$ cat src/squeeze_cfg.svh
////////////////////
// Sizes and widths of the squeeze convolution engine
// Include wherever a size or width is needed
////////////////////
`ifndef SQUEEZE_CFG_SVH
`define SQUEEZE_CFG_SVH

// Kernel and channel geometry
`define SQ_CHIN    4
`define SQ_KDIM    3
`define SQ_TAPS    (`SQ_KDIM * `SQ_KDIM * `SQ_CHIN)
`define SQ_CHOUT   4

// Output map, 4x4 windows per run
`define SQ_WINDOWS 16

// Datapath widths
`define SQ_PIX_W   16
`define SQ_ACC_W   40
`define SQ_FRAC    14

// Tap index width, enough for SQ_TAPS
`define SQ_TAP_W   $clog2(`SQ_TAPS)

`endif

$ cat src/squeeze_pkg.sv
////////////////////
// Shared types and coefficient formulas of the squeeze engine
// Imported by the RTL and by the testbench reference model
////////////////////
`include "squeeze_cfg.svh"

package squeeze_pkg;

	// Control of one tap, sequencer to datapath
	typedef struct packed {
		logic                 valid;
		logic                 first;
		logic                 last;
		logic [`SQ_TAP_W-1:0] addr;
	} tap_ctl_t;

	// One requantized value per output channel
	typedef logic [`SQ_CHOUT-1:0][`SQ_PIX_W-1:0] ofm_vec_t;

	// Weights of all channels for one tap
	typedef logic signed [`SQ_CHOUT-1:0][`SQ_PIX_W-1:0] weight_vec_t;

	// Bias per channel, in accumulator units
	typedef logic signed [`SQ_CHOUT-1:0][`SQ_ACC_W-1:0] bias_vec_t;

	// Sequencer states
	typedef enum logic {
		RUN,
		DONE
	} seq_state_e;

	// Weight of channel c at tap t, range +-30 * 512
	function automatic logic signed [`SQ_PIX_W-1:0] coef_weight(input int c, input int t);
		int v;
		v = (((7 * t + 13 * c) % 61) - 30) * 512;
		return `SQ_PIX_W'(v);
	endfunction

	// Bias of channel c, scaled by 2^14
	function automatic logic signed [`SQ_ACC_W-1:0] coef_bias(input int c);
		logic signed [`SQ_ACC_W-1:0] b;
		b = (3 * c - 5) * (1 << `SQ_FRAC);
		return b;
	endfunction

endpackage

$ cat src/coef_rom.sv
////////////////////
// Weight ROM with registered read, plus constant bias table
// Address is the tap index from the sequencer
////////////////////
`timescale 1ns/1ps
`include "squeeze_cfg.svh"

module coef_rom
	import squeeze_pkg::*;
(
	input  logic                 clk,
	input  logic [`SQ_TAP_W-1:0] addr,
	output weight_vec_t          weights,
	output bias_vec_t            bias
);

	////////////////////
	// Weight memory
	////////////////////

	// One weight vector per tap
	weight_vec_t rom_mem [`SQ_TAPS];

	// Constant contents, folded at elaboration
	always_comb begin
		for (int t = 0; t < `SQ_TAPS; t++) begin
			for (int c = 0; c < `SQ_CHOUT; c++) begin
				rom_mem[t][c] = coef_weight(c, t);
			end
		end
	end

	// Registered read
	// one cycle after addr, lines up with the aligned pixel
	always_ff @(posedge clk) begin
		weights <= rom_mem[addr];
	end

	////////////////////
	// Bias table
	////////////////////

	// Combinational, constant per channel
	always_comb begin
		for (int c = 0; c < `SQ_CHOUT; c++) begin
			bias[c] = coef_bias(c);
		end
	end

endmodule

$ cat src/channel_mac.sv
////////////////////
// Signed multiply-accumulate lane, one per output channel
// Loads on the first tap of a window, adds on the rest
////////////////////
`timescale 1ns/1ps
`include "squeeze_cfg.svh"

module channel_mac (
	input  logic                        clk,
	input  logic                        rst,
	input  logic                        valid,
	input  logic                        first,
	input  logic signed [`SQ_PIX_W-1:0] pix,
	input  logic signed [`SQ_PIX_W-1:0] ker,
	output logic signed [`SQ_ACC_W-1:0] acc
);

	// Full precision product
	logic signed [2*`SQ_PIX_W-1:0] prod;

	// Product sign extended to accumulator width
	logic signed [`SQ_ACC_W-1:0]   prod_ext;

	assign prod     = pix * ker;
	assign prod_ext = `SQ_ACC_W'(prod);

	// Accumulator
	// first tap restarts the sum, no separate clear cycle
	always_ff @(posedge clk or negedge rst) begin
		if (!rst) begin
			acc <= '0;
		end else if (valid) begin
			if (first) begin
				acc <= prod_ext;
			end else begin
				acc <= acc + prod_ext;
			end
		end
		// Paused, hold
	end

endmodule

$ cat src/tap_sequencer.sv
////////////////////
// Tap and window counters of the squeeze engine
// Drives tap control to the ROM and datapath, flags done
////////////////////
`timescale 1ns/1ps
`include "squeeze_cfg.svh"

module tap_sequencer
	import squeeze_pkg::*;
(
	input  logic     clk,
	input  logic     rst,
	input  logic     en,
	output tap_ctl_t tap,
	output logic     done
);

	localparam int TAP_W = `SQ_TAP_W;
	localparam int WIN_W = $clog2(`SQ_WINDOWS);

	// Tap within window, window within run
	logic [TAP_W-1:0] tap_cnt;
	logic [WIN_W-1:0] win_cnt;
	seq_state_e       state;

	// Pixel taken this cycle
	logic consume;

	// Boundary flags
	logic tap_last;
	logic win_last;

	////////////////////
	// Tap control
	////////////////////

	assign consume  = en && (state == RUN);
	assign tap_last = (tap_cnt == TAP_W'(`SQ_TAPS - 1));
	assign win_last = (win_cnt == WIN_W'(`SQ_WINDOWS - 1));

	// Valid only on consumed cycles
	assign tap.valid = consume;
	assign tap.first = (tap_cnt == '0);
	assign tap.last  = tap_last;
	assign tap.addr  = tap_cnt;

	assign done = (state == DONE);

	////////////////////
	// Counters and state
	////////////////////

	always_ff @(posedge clk or negedge rst) begin
		if (!rst) begin
			tap_cnt <= '0;
			win_cnt <= '0;
			state   <= RUN;
		end else if (consume) begin
			if (tap_last) begin
				tap_cnt <= '0;
				// Window boundary
				if (win_last) begin
					win_cnt <= '0;
					state   <= DONE;
				end else begin
					win_cnt <= win_cnt + 1'b1;
				end
			end else begin
				tap_cnt <= tap_cnt + 1'b1;
			end
		end
		// en low or DONE, counters hold
	end

	////////////////////
	// Checks
	////////////////////

	// DONE is sticky and never lets a tap through
	assert property (@(posedge clk) disable iff (!rst)
		state == DONE |=> state == DONE && !tap.valid);

	// Tap count wraps before SQ_TAPS
	assert property (@(posedge clk) disable iff (!rst)
		tap_cnt < `SQ_TAPS);

endmodule

$ cat src/squeeze_conv.sv
////////////////////
// Convolution datapath, pixel alignment, MAC array and output stage
// Bias, ReLU and saturating requantization per channel
////////////////////
`timescale 1ns/1ps
`include "squeeze_cfg.svh"

module squeeze_conv
	import squeeze_pkg::*;
(
	input  logic                 clk,
	input  logic                 rst,
	input  tap_ctl_t             tap,
	input  logic [`SQ_PIX_W-1:0] ifm,
	input  weight_vec_t          weights,
	input  bias_vec_t            bias,
	output ofm_vec_t             ofm,
	output logic                 sample
);

	// Requantized values at or above this clip to max
	localparam logic signed [`SQ_ACC_W:0] SAT_LIM = 1 <<< (`SQ_FRAC + `SQ_PIX_W - 1);

	// Alignment stage
	logic signed [`SQ_PIX_W-1:0] pix_q;
	tap_ctl_t                    tap_q;

	// Last flag lined up with accumulators
	logic last_d;

	// Per channel accumulators and biased sums
	logic signed [`SQ_ACC_W-1:0] acc [`SQ_CHOUT];
	logic signed [`SQ_ACC_W:0]   sum [`SQ_CHOUT];

	// ReLU, clip, drop fraction
	function automatic logic [`SQ_PIX_W-1:0] requant(input logic signed [`SQ_ACC_W:0] s);
		if (s < 0) begin
			return '0;
		end else if (s >= SAT_LIM) begin
			return {1'b0, {(`SQ_PIX_W-1){1'b1}}};
		end
		return {1'b0, s[`SQ_FRAC +: `SQ_PIX_W-1]};
	endfunction

	////////////////////
	// Pixel alignment
	////////////////////

	// Pixel payload, meets ROM output one cycle later
	always_ff @(posedge clk) begin
		pix_q <= $signed(ifm);
	end

	always_ff @(posedge clk or negedge rst) begin
		if (!rst) begin
			tap_q  <= '0;
			last_d <= 1'b0;
		end else begin
			tap_q  <= tap;
			last_d <= tap_q.valid && tap_q.last;
		end
	end

	////////////////////
	// MAC array
	////////////////////

	for (genvar c = 0; c < `SQ_CHOUT; c++) begin : g_lane
		channel_mac u_mac (
			.clk   (clk),
			.rst   (rst),
			.valid (tap_q.valid),
			.first (tap_q.first),
			.pix   (pix_q),
			.ker   ($signed(weights[c])),
			.acc   (acc[c])
		);

		// Bias add, one extra bit of headroom
		assign sum[c] = $signed({acc[c][`SQ_ACC_W-1], acc[c]})
			+ $signed({bias[c][`SQ_ACC_W-1], bias[c]});
	end

	////////////////////
	// Output stage
	////////////////////

	// Held between samples
	always_ff @(posedge clk) begin
		if (last_d) begin
			for (int c = 0; c < `SQ_CHOUT; c++) begin
				ofm[c] <= requant(sum[c]);
			end
		end
	end

	always_ff @(posedge clk or negedge rst) begin
		if (!rst) begin
			sample <= 1'b0;
		end else begin
			sample <= last_d;
		end
	end

	// A window takes SQ_TAPS cycles, strobes never touch
	assert property (@(posedge clk) disable iff (!rst) sample |=> !sample);

endmodule

$ cat src/squeeze_top.sv
////////////////////
// Top of the squeeze convolution engine
// Pixel stream in under en, one ofm vector per window out
////////////////////
`timescale 1ns/1ps
`include "squeeze_cfg.svh"

module squeeze_top
	import squeeze_pkg::*;
(
	input  logic                 clk,
	input  logic                 rst,
	input  logic                 en,
	input  logic [`SQ_PIX_W-1:0] ifm,
	output ofm_vec_t             ofm,
	output logic                 sample,
	output logic                 done
);

	// Tap control and coefficients
	tap_ctl_t    tap;
	weight_vec_t weights;
	bias_vec_t   bias;

	tap_sequencer u_seq (
		.clk  (clk),
		.rst  (rst),
		.en   (en),
		.tap  (tap),
		.done (done)
	);

	coef_rom u_rom (
		.clk     (clk),
		.addr    (tap.addr),
		.weights (weights),
		.bias    (bias)
	);

	squeeze_conv u_conv (
		.clk     (clk),
		.rst     (rst),
		.tap     (tap),
		.ifm     (ifm),
		.weights (weights),
		.bias    (bias),
		.ofm     (ofm),
		.sample  (sample)
	);

endmodule

$ cat config.mk
export PLATFORM = sky130hd
export DESIGN_NAME = squeeze_top
export DESIGN_NICKNAME = d
export VERILOG_FILES = /design/src/squeeze_pkg.sv /design/src/coef_rom.sv /design/src/channel_mac.sv /design/src/tap_sequencer.sv /design/src/squeeze_conv.sv /design/src/squeeze_top.sv
export VERILOG_INCLUDE_DIRS = /design/src
export SDC_FILE = /design/constraint.sdc
export NUM_CORES = 2
export LEC_CHECK = 0
export BUFFER_PORTS_ARGS = -buffer_cell sky130_fd_sc_hd__clkbuf_2
export CORE_ASPECT_RATIO = 0.7
export CORE_MARGIN = 1.5
export CORE_UTILIZATION = 40
export DETAILED_ROUTE_END_ITERATION = 10
export HOLD_SLACK_MARGIN = 0.06
export PLACE_DENSITY = 0.61
export SLEW_MARGIN = 5
export SYNTH_ARGS = -nofsm -noshare
export SYNTH_HDL_FRONTEND = slang
export SYNTH_SLANG_ARGS = --single-unit
$ cat constraint.sdc
create_clock -name clk -period 10 [get_ports clk]
set_clock_uncertainty 0.05 [all_clocks]
set_input_delay 0.5 -clock clk [delete_from_list [all_inputs] [get_ports clk]]
set_output_delay 0.5 -clock clk [all_outputs]
set_load 0.02 [all_outputs]
=== Yosys cells after proc, flatten, opt, wreduce, memory -nomap -nowiden ===
Memory sizes are Yosys's and may differ from the RTL's. A register that Yosys moved wholly into a read port is not among the register bits.
Index checks and enable logic that the tools add are counted.

* Bitwise gates (word level): 2
* Eq/ne operators: 2
* $lt $le $gt $ge: 8
* Add/sub/neg operators: 10
* $mul: 4
* Mux-type cells: 30
* Reductions and logical operators: 5

{| class="wikitable"
|+ Operators with widths
! operator !! number
|-
| 15-bit two-way mux || 12
|-
| 41-bit by 31-bit greater-or-equal comparator with 1-bit output, second input constant || 4
|-
| 41-bit by 1-bit less-than comparator with 1-bit output, second input constant || 4
|-
| 40-bit by 32-bit adder with 40-bit output || 4
|-
| 40-bit two-way mux || 4
|-
| 16-bit by 16-bit multiplier with 32-bit output || 4
|-
| 40-bit by 16-bit adder with 41-bit output, second input constant || 2
|-
| 40-bit by 18-bit adder with 41-bit output, second input constant || 2
|-
| 1-bit two-way mux || 12
|-
| 6-bit NOT with 7-bit output || 1
|-
| 6-bit by 1-bit adder with 6-bit output, second input constant || 1
|-
| 6-bit == test, second input constant || 1
|-
| 6-bit zero test || 1
|-
| 6-bit two-way mux || 1
|-
| 4-bit by 1-bit adder with 4-bit output, second input constant || 1
|-
| 4-bit == test, second input constant || 1
|-
| 4-bit two-way mux || 1
|-
| 3-bit AND reduction || 1
|-
| 1-bit logical AND || 2
|-
| 2-bit AND reduction || 1
|-
| 1-bit NOT || 1
|}

* Memories: 1
* Word-level logic and storage cells: 79
* Input port bits: 19
* ROM bits: 4096
* Register bits: 252
* Output and inout bits: 66

{| class="wikitable"
|+ Memory list
! memory !! depth !! bits a word !! read ports !! clocked after Yosys merged registers in !! write ports !! RTL line !! text
|-
| (name not given) || 64 || 64 || 1 || 1 || 0 || coef_rom.sv:36 || <nowiki>weights <= rom_mem[addr];</nowiki>
|}

=== Longest topological paths before layout ===
* Depth after elaboration: 6
* Gate-level depth with buffers: 34

=== By module ===
Synthesis repeated with hierarchy kept, for this count alone.

* Cell total of the unflattened synthesis: 8350
* Area, all modules: 70845.4 um^2

{| class="wikitable"
|+ By module, submodules not included
! module !! cells an instance !! area an instance (um^2) !! sequential area each (um^2) !! times used
|-
| channel_mac at u_conv.g_lane[1].u_mac || 1610 || 13934.6 || 1001.0 || 1
|-
| channel_mac at u_conv.g_lane[0].u_mac || 1612 || 13892.1 || 1001.0 || 1
|-
| channel_mac at u_conv.g_lane[2].u_mac || 1572 || 13729.4 || 1001.0 || 1
|-
| channel_mac at u_conv.g_lane[3].u_mac || 1563 || 13696.9 || 1001.0 || 1
|-
| squeeze_conv || 1506 || 11741.3 || 2247.2 || 1
|-
| coef_rom || 432 || 3269.4 || 480.5 || 1
|-
| tap_sequencer || 55 || 581.8 || 275.3 || 1
|}

=== Worst setup path before layout ===
No wires, ideal clock.

* Kind: reg-to-reg
* From: reg u_conv.pix_q[1]
* To: reg u_conv.g_lane[3].u_mac.acc[39]
* Stages on the path, launching flop included: 33
* Setup slack: 2026 ps
* Path buffers: 1
* Arrival time: 7827 ps
* Path through: dfxtp_1 -> clkbuf_1 -> nand2_1 -> fa_1 -> fa_1 -> inv_1 -> fa_1 -> inv_1 -> fa_1 -> inv_1 -> fa_1 -> ha_1 -> ha_1 -> nor2b_1 -> o21a_1 -> o21ai_2 -> a211oi_1 -> nor4_2 -> nor3_1 -> or3_1 -> a21oi_1 -> xnor2_1 -> ha_1 -> a21oi_1 -> o21ai_1 -> or4_4 -> a31oi_4 -> o21ai_2 -> a31oi_4 -> o221ai_2 -> a21o_1 -> a2111o_1 -> o31ai_1

* Longest elaborated chain between the ends: 3

{| class="wikitable"
|+ Ends and longest elaborated chain
! what !! RTL line !! text
|-
| start: declaration || squeeze_conv.sv:25 || <nowiki>logic signed [`SQ_PIX_W-1:0] pix_q;</nowiki>
|-
| start signal: assignment || squeeze_conv.sv:51 || <nowiki>pix_q <= $signed(ifm);</nowiki>
|-
| 16-bit by 16-bit multiplier with 32-bit output * || channel_mac.sv:24 || <nowiki>assign prod = pix * ker;</nowiki>
|-
| 40-bit by 32-bit adder with 40-bit output || channel_mac.sv:36 || <nowiki>acc <= acc + prod_ext;</nowiki>
|-
| 40-bit two-way mux * || channel_mac.sv:33 || <nowiki>if (first) begin</nowiki>
|-
| end signal: assignment || channel_mac.sv:34 || <nowiki>acc <= prod_ext;</nowiki>
|-
| end signal: assignment || channel_mac.sv:36 ||
|-
| end: declaration || channel_mac.sv:15 || <nowiki>output logic signed [`SQ_ACC_W-1:0] acc</nowiki>
|}

Every way passes the cells marked *; elsewhere a longest branch is shown, timed or not.
A chain may end at the register's enable or synchronous reset.

=== Worst setup path in the final report ===
* From: reg u_rom.weights[62] (netlist bit)
* To: reg u_conv.g_lane[3].u_mac.acc[39]

* Longest elaborated chain between the ends: 3

{| class="wikitable"
|+ Ends and longest elaborated chain
! what !! RTL line !! text
|-
| start: declaration || coef_rom.sv:13 || <nowiki>output weight_vec_t weights,</nowiki>
|-
| 16-bit by 16-bit multiplier with 32-bit output * || channel_mac.sv:24 ||
|-
| 40-bit by 32-bit adder with 40-bit output || channel_mac.sv:36 ||
|-
| 40-bit two-way mux * || channel_mac.sv:33 ||
|}

Marks and branches as above.

==> impl_table.tex <==
\begin{tabular}{lr}
\hline
Metric & Value \\
\hline
\multicolumn{2}{l}{\textbf{Synthesis}} \\
Synth async-reset ratio & 0.583 \\
Synth top area cells & sky130\_fd\_sc\_hd\_\_fa\_1 (19\%), sky130\_fd\_sc\_hd\_\_ha\_1 (16\%), sky130\_fd\_sc\_hd\_\_dfrtp\_1 (9.9\%) \\
Share of synthesized area occupied by flip-flops and latches & 0.173 \\
Synth unique cells & 101 \\
Count of flip-flops with a built-in enable after synthesis & 60 \\
Flip-flop cell with the highest count after synthesis & sky130\_fd\_sc\_hd\_\_dfrtp\_1 \\
Top-area cell type share of the netlist area & 0.195 \\
Syn avg cell area & 8.77 um2 \\
Number of flip-flops and latches in the synthesized netlist & 240 \\
Syn Std Cell Area & 35400 um2 \\
Number of cells produced by synthesis & 4032 \\
Area leader, netlist & sky130\_fd\_sc\_hd\_\_fa\_1 \\
Warnings from Yosys & 0 \\
\multicolumn{2}{l}{\textbf{Min path}} \\
Hold Crit Class & in2async \\
\multicolumn{2}{l}{\textbf{Routing}} \\
Routed met3 length & around 4300 um \\
Post-route DRC & 0 \\
Average via count per standard cell & 5.27 \\
M1 wire length & about 43000 um \\
Average wire per cell in the routed design & 16.5 um \\
Met2 routed WL & 37000 um \\
Via count & approximately 28000 \\
Detail Route Antenna Nets & 0 \\
Top routing layer in use & met4 \\
Total routed wirelength & approximately 86000 um \\
Router iterations before antenna repair & 5 \\
Initial drt markers & 2000 \\
\multicolumn{2}{l}{\textbf{Critical path}} \\
Crit path launch type & flop \\
Largest stage delay, worst path & 0.92 ns \\
Maximum fanout encountered on the critical timing path & 33 \\
Required time reported for the critical path endpoint & about 10 ns \\
Capturing element type of the critical path & flop \\
Worst setup path class & reg2reg \\
Arrival time at the worst endpoint & 9.26 ns \\
Library cell appearing most often on the critical path & sky130\_fd\_sc\_hd\_\_fa\_1 \\
Cell type of the slowest stage on the worst timing path & sky130\_fd\_sc\_hd\_\_dfxtp\_1 \\
\multicolumn{2}{l}{\textbf{Placed design}} \\
Worst Setup Slack post-DPL & 1.14 ns \\
Number of port buffers & 80 \\
Global placer's final weighted congestion & 0.906 \\
Dpl hpwl & 65800 um \\
Placed cell count & slightly above 5000 \\
\multicolumn{2}{l}{\textbf{STA}} \\
Total count of max-transition violations in the final report & 0 \\
Fmax achieved & 0.114 GHz \\
Setup slack after layout & 1.20 ns \\
Finish-stage setup viols & 0 \\
Post-route fraction of the period consumed by the critical path & 0.880 \\
Max-slew headroom at the worst pin & 0.286 \\
Hold Vio Cnt, Final & 0 \\
Final TNS setup & 0 ns \\
Minimum clock period after layout & 8.80 ns \\
Pin slew with the least headroom to its limit & 1.06 ns \\
Unrepaired setup endpoints after global routing & no \\
\multicolumn{2}{l}{\textbf{Cells and area}} \\
Final net count & 4868 \\
Area added between synthesis and finish & 7.30\% \\
Core occupancy in the finished layout & 0.432 \\
Most common cell after layout, fill and taps aside & sky130\_fd\_sc\_hd\_\_inv\_1 \\
Most used cells in the layout excluding fill and tap cells & sky130\_fd\_sc\_hd\_\_inv\_1 (469), sky130\_fd\_sc\_hd\_\_ha\_1 (465), sky130\_fd\_sc\_hd\_\_and2\_1 (384) \\
Fraction of layout instances using a drive strength above 1 & 0.0529 \\
Finished Layout Cells & approximately 5200 \\
\multicolumn{2}{l}{\textbf{Clocking}} \\
Count of cells resized by post-cts repair & 0 \\
Clock latency reported for the late side of the worst-skew pair & 0.61 ns \\
H-tree depth & 1 \\
Deepest clock path buffer count & 3 \\
Number of buffers created by CTS & 29 \\
Root cell of the clock tree & sky130\_fd\_sc\_hd\_\_clkbuf\_16 \\
Clock tree from TritonCTS & built \\
TritonCTS sink count & 240 \\
CTS clk-pin slew, worst paths & 0.06 ns \\
\multicolumn{2}{l}{\textbf{Run}} \\
Number of max-cap violations & 0 \\
\multicolumn{2}{l}{\textbf{Die}} \\
Count of boundary I/O pins & between 80 and 90 \\
Die boundary width & 358 um \\
Floorplan Core Area & 87900 um2 \\
Row Count & 91 \\
Die Y-Extent & 252 um \\
Initial cell density of the core & 0.403 \\
Full die area & 90300 um2 \\
\multicolumn{2}{l}{\textbf{Global routing}} \\
Grt total ovfl & 0 \\
Global-route wire length before repair & approximately 140000 um \\
Largest net degree at the start of global routing & 78 \\
Number of antenna violations at the first check in global routing & 3 \\
Number of global-route vias before repair & 26800 \\
Total routing usage reported by global routing & 0.194 \\
\multicolumn{2}{l}{\textbf{Status}} \\
Result of the run & completed \\
\hline
\end{tabular}
-- Yosys cell counts, drive strengths merged (6+ instances only) --
cell type	instances
inv	470
xnor2	157
and2	385
o221ai	7
a22oi	6
o22ai	11
o31a	7
dfxtp	40
nor2b	84
a21oi	322
xor2	76
o21bai	18
o2111ai	6
clkbuf	134
fa	344
or2	11
a31oi	41
mux2	8
nand4	16
mux2i	25
nor3	57
or3	22
buf	25
nor3b	11
a211oi	33
dfrtp	140
and3	32
ha	465
nand3	55
o21ai	169
nor4	24
nor2	296
a21boi	19
nand2	207
a311oi	7
o211ai	16
edfxtp	60
o31ai	17
nand2b	23
o21a	32
a21o	67
a221o	6
-- area by class of cell --
type	instances	area, um2
Inverter	473	1780
Timing Repair Buffer	134	867
Tap cell	1162	1450
Fill cell	8711	49900
Clock inverter	19	119
Antenna cell	1	2.50
Clock buffer	35	791
Sequential cell	240	6120
Multi-Input combinational cell	3162	26800
-- critical path: cells and delay by family (launching register included) --
| family | cells | cell delay [ns] |
|---|---|---|
| AO/OA/AOI/OAI | 13 | 2.17 |
| XOR/XNOR | 1 | 0.20 |
| adder cells (fa/ha/maj) | 8 | 3.50 |
| buffers and inverters | 3 | 0.17 |
| flip-flops | 1 | 0.92 |
| AND/OR/NAND/NOR | 6 | 1.71 |
-- path summary, 6_finish.rpt --
kind / from / to / slack (ns) / depth (start not counted)
worst max-delay path: u_rom.weights[62] / u_conv.g_lane[3].u_mac.acc[39] / 1.20 / 31
worst min-delay path: rst / u_conv.g_lane[2].u_mac.acc[20] / 0.34 / 2
worst max register to register: u_rom.weights[62] / u_conv.g_lane[3].u_mac.acc[39] / 1.20 / 31
worst min register to register: u_conv.tap_q[6] / u_conv.last_d / 0.42 / 1
max in group asynchronous: rst / u_conv.g_lane[3].u_mac.acc[31] / 8.27 / 3
min in group clk: en / u_conv.tap_q[8] / 0.36 / 3
-- logic make-up after synthesis --
group / synth area share
AND/OR/NAND/NOR: 0.184
AO/OA/AOI/OAI: 0.147
other: 0.000106
XOR/XNOR: 0.0579
flip-flops: 0.173
multiplexers: 0.0103
adder cells (fa/ha/maj): 0.359
buffers and inverters: 0.0692
-- per-stage QoR --
stage               hold slack (ns)  area (um2)
floorplan                     0.154       35400
global placement              0.398       36900
detailed placement            0.388       36900
CTS                           0.335       38000
global route                  0.377       38000
finish                        0.339       38000
-- metal layers --
| layer | GRT usage | up-vias |
|---|---|---|
| li1 | - | 13600 |
| met1 | 0.292 | 13200 |
| met2 | 0.294 | 606 |
| met3 | 0.0242 | 94 |
| met4 | 0.0393 | 0 |
| met5 | 0 | - |
-- sequential cells by signal (all words and copies together) (netlist names) --
| signal | flops |
|---|---|
| u_seq.tap_cnt | 6 |
| u_conv.ofm | 60 |
| u_conv.sample | 1 |
| u_rom.weights | 24 |
| u_conv.pix_q | 16 |
| u_seq.done | 1 |
| u_conv.g_lane.u_mac.acc | 124 |
| u_conv.tap_q | 3 |
| u_conv.last_d | 1 |
| u_seq.win_cnt | 4 |
-- repair_timing --
| action | in CTS | in global routing |
|---|---|---|
| hold buffers | 17 | 0 |
| endpoints found under the setup margin | 0 | 0 |
| endpoints found under the hold margin | 55 | 0 |
| setup buffers | 0 | 0 |
Power is not shown: default switching activity piles up to over one toggle a cycle in this logic, so the estimate is an artifact.
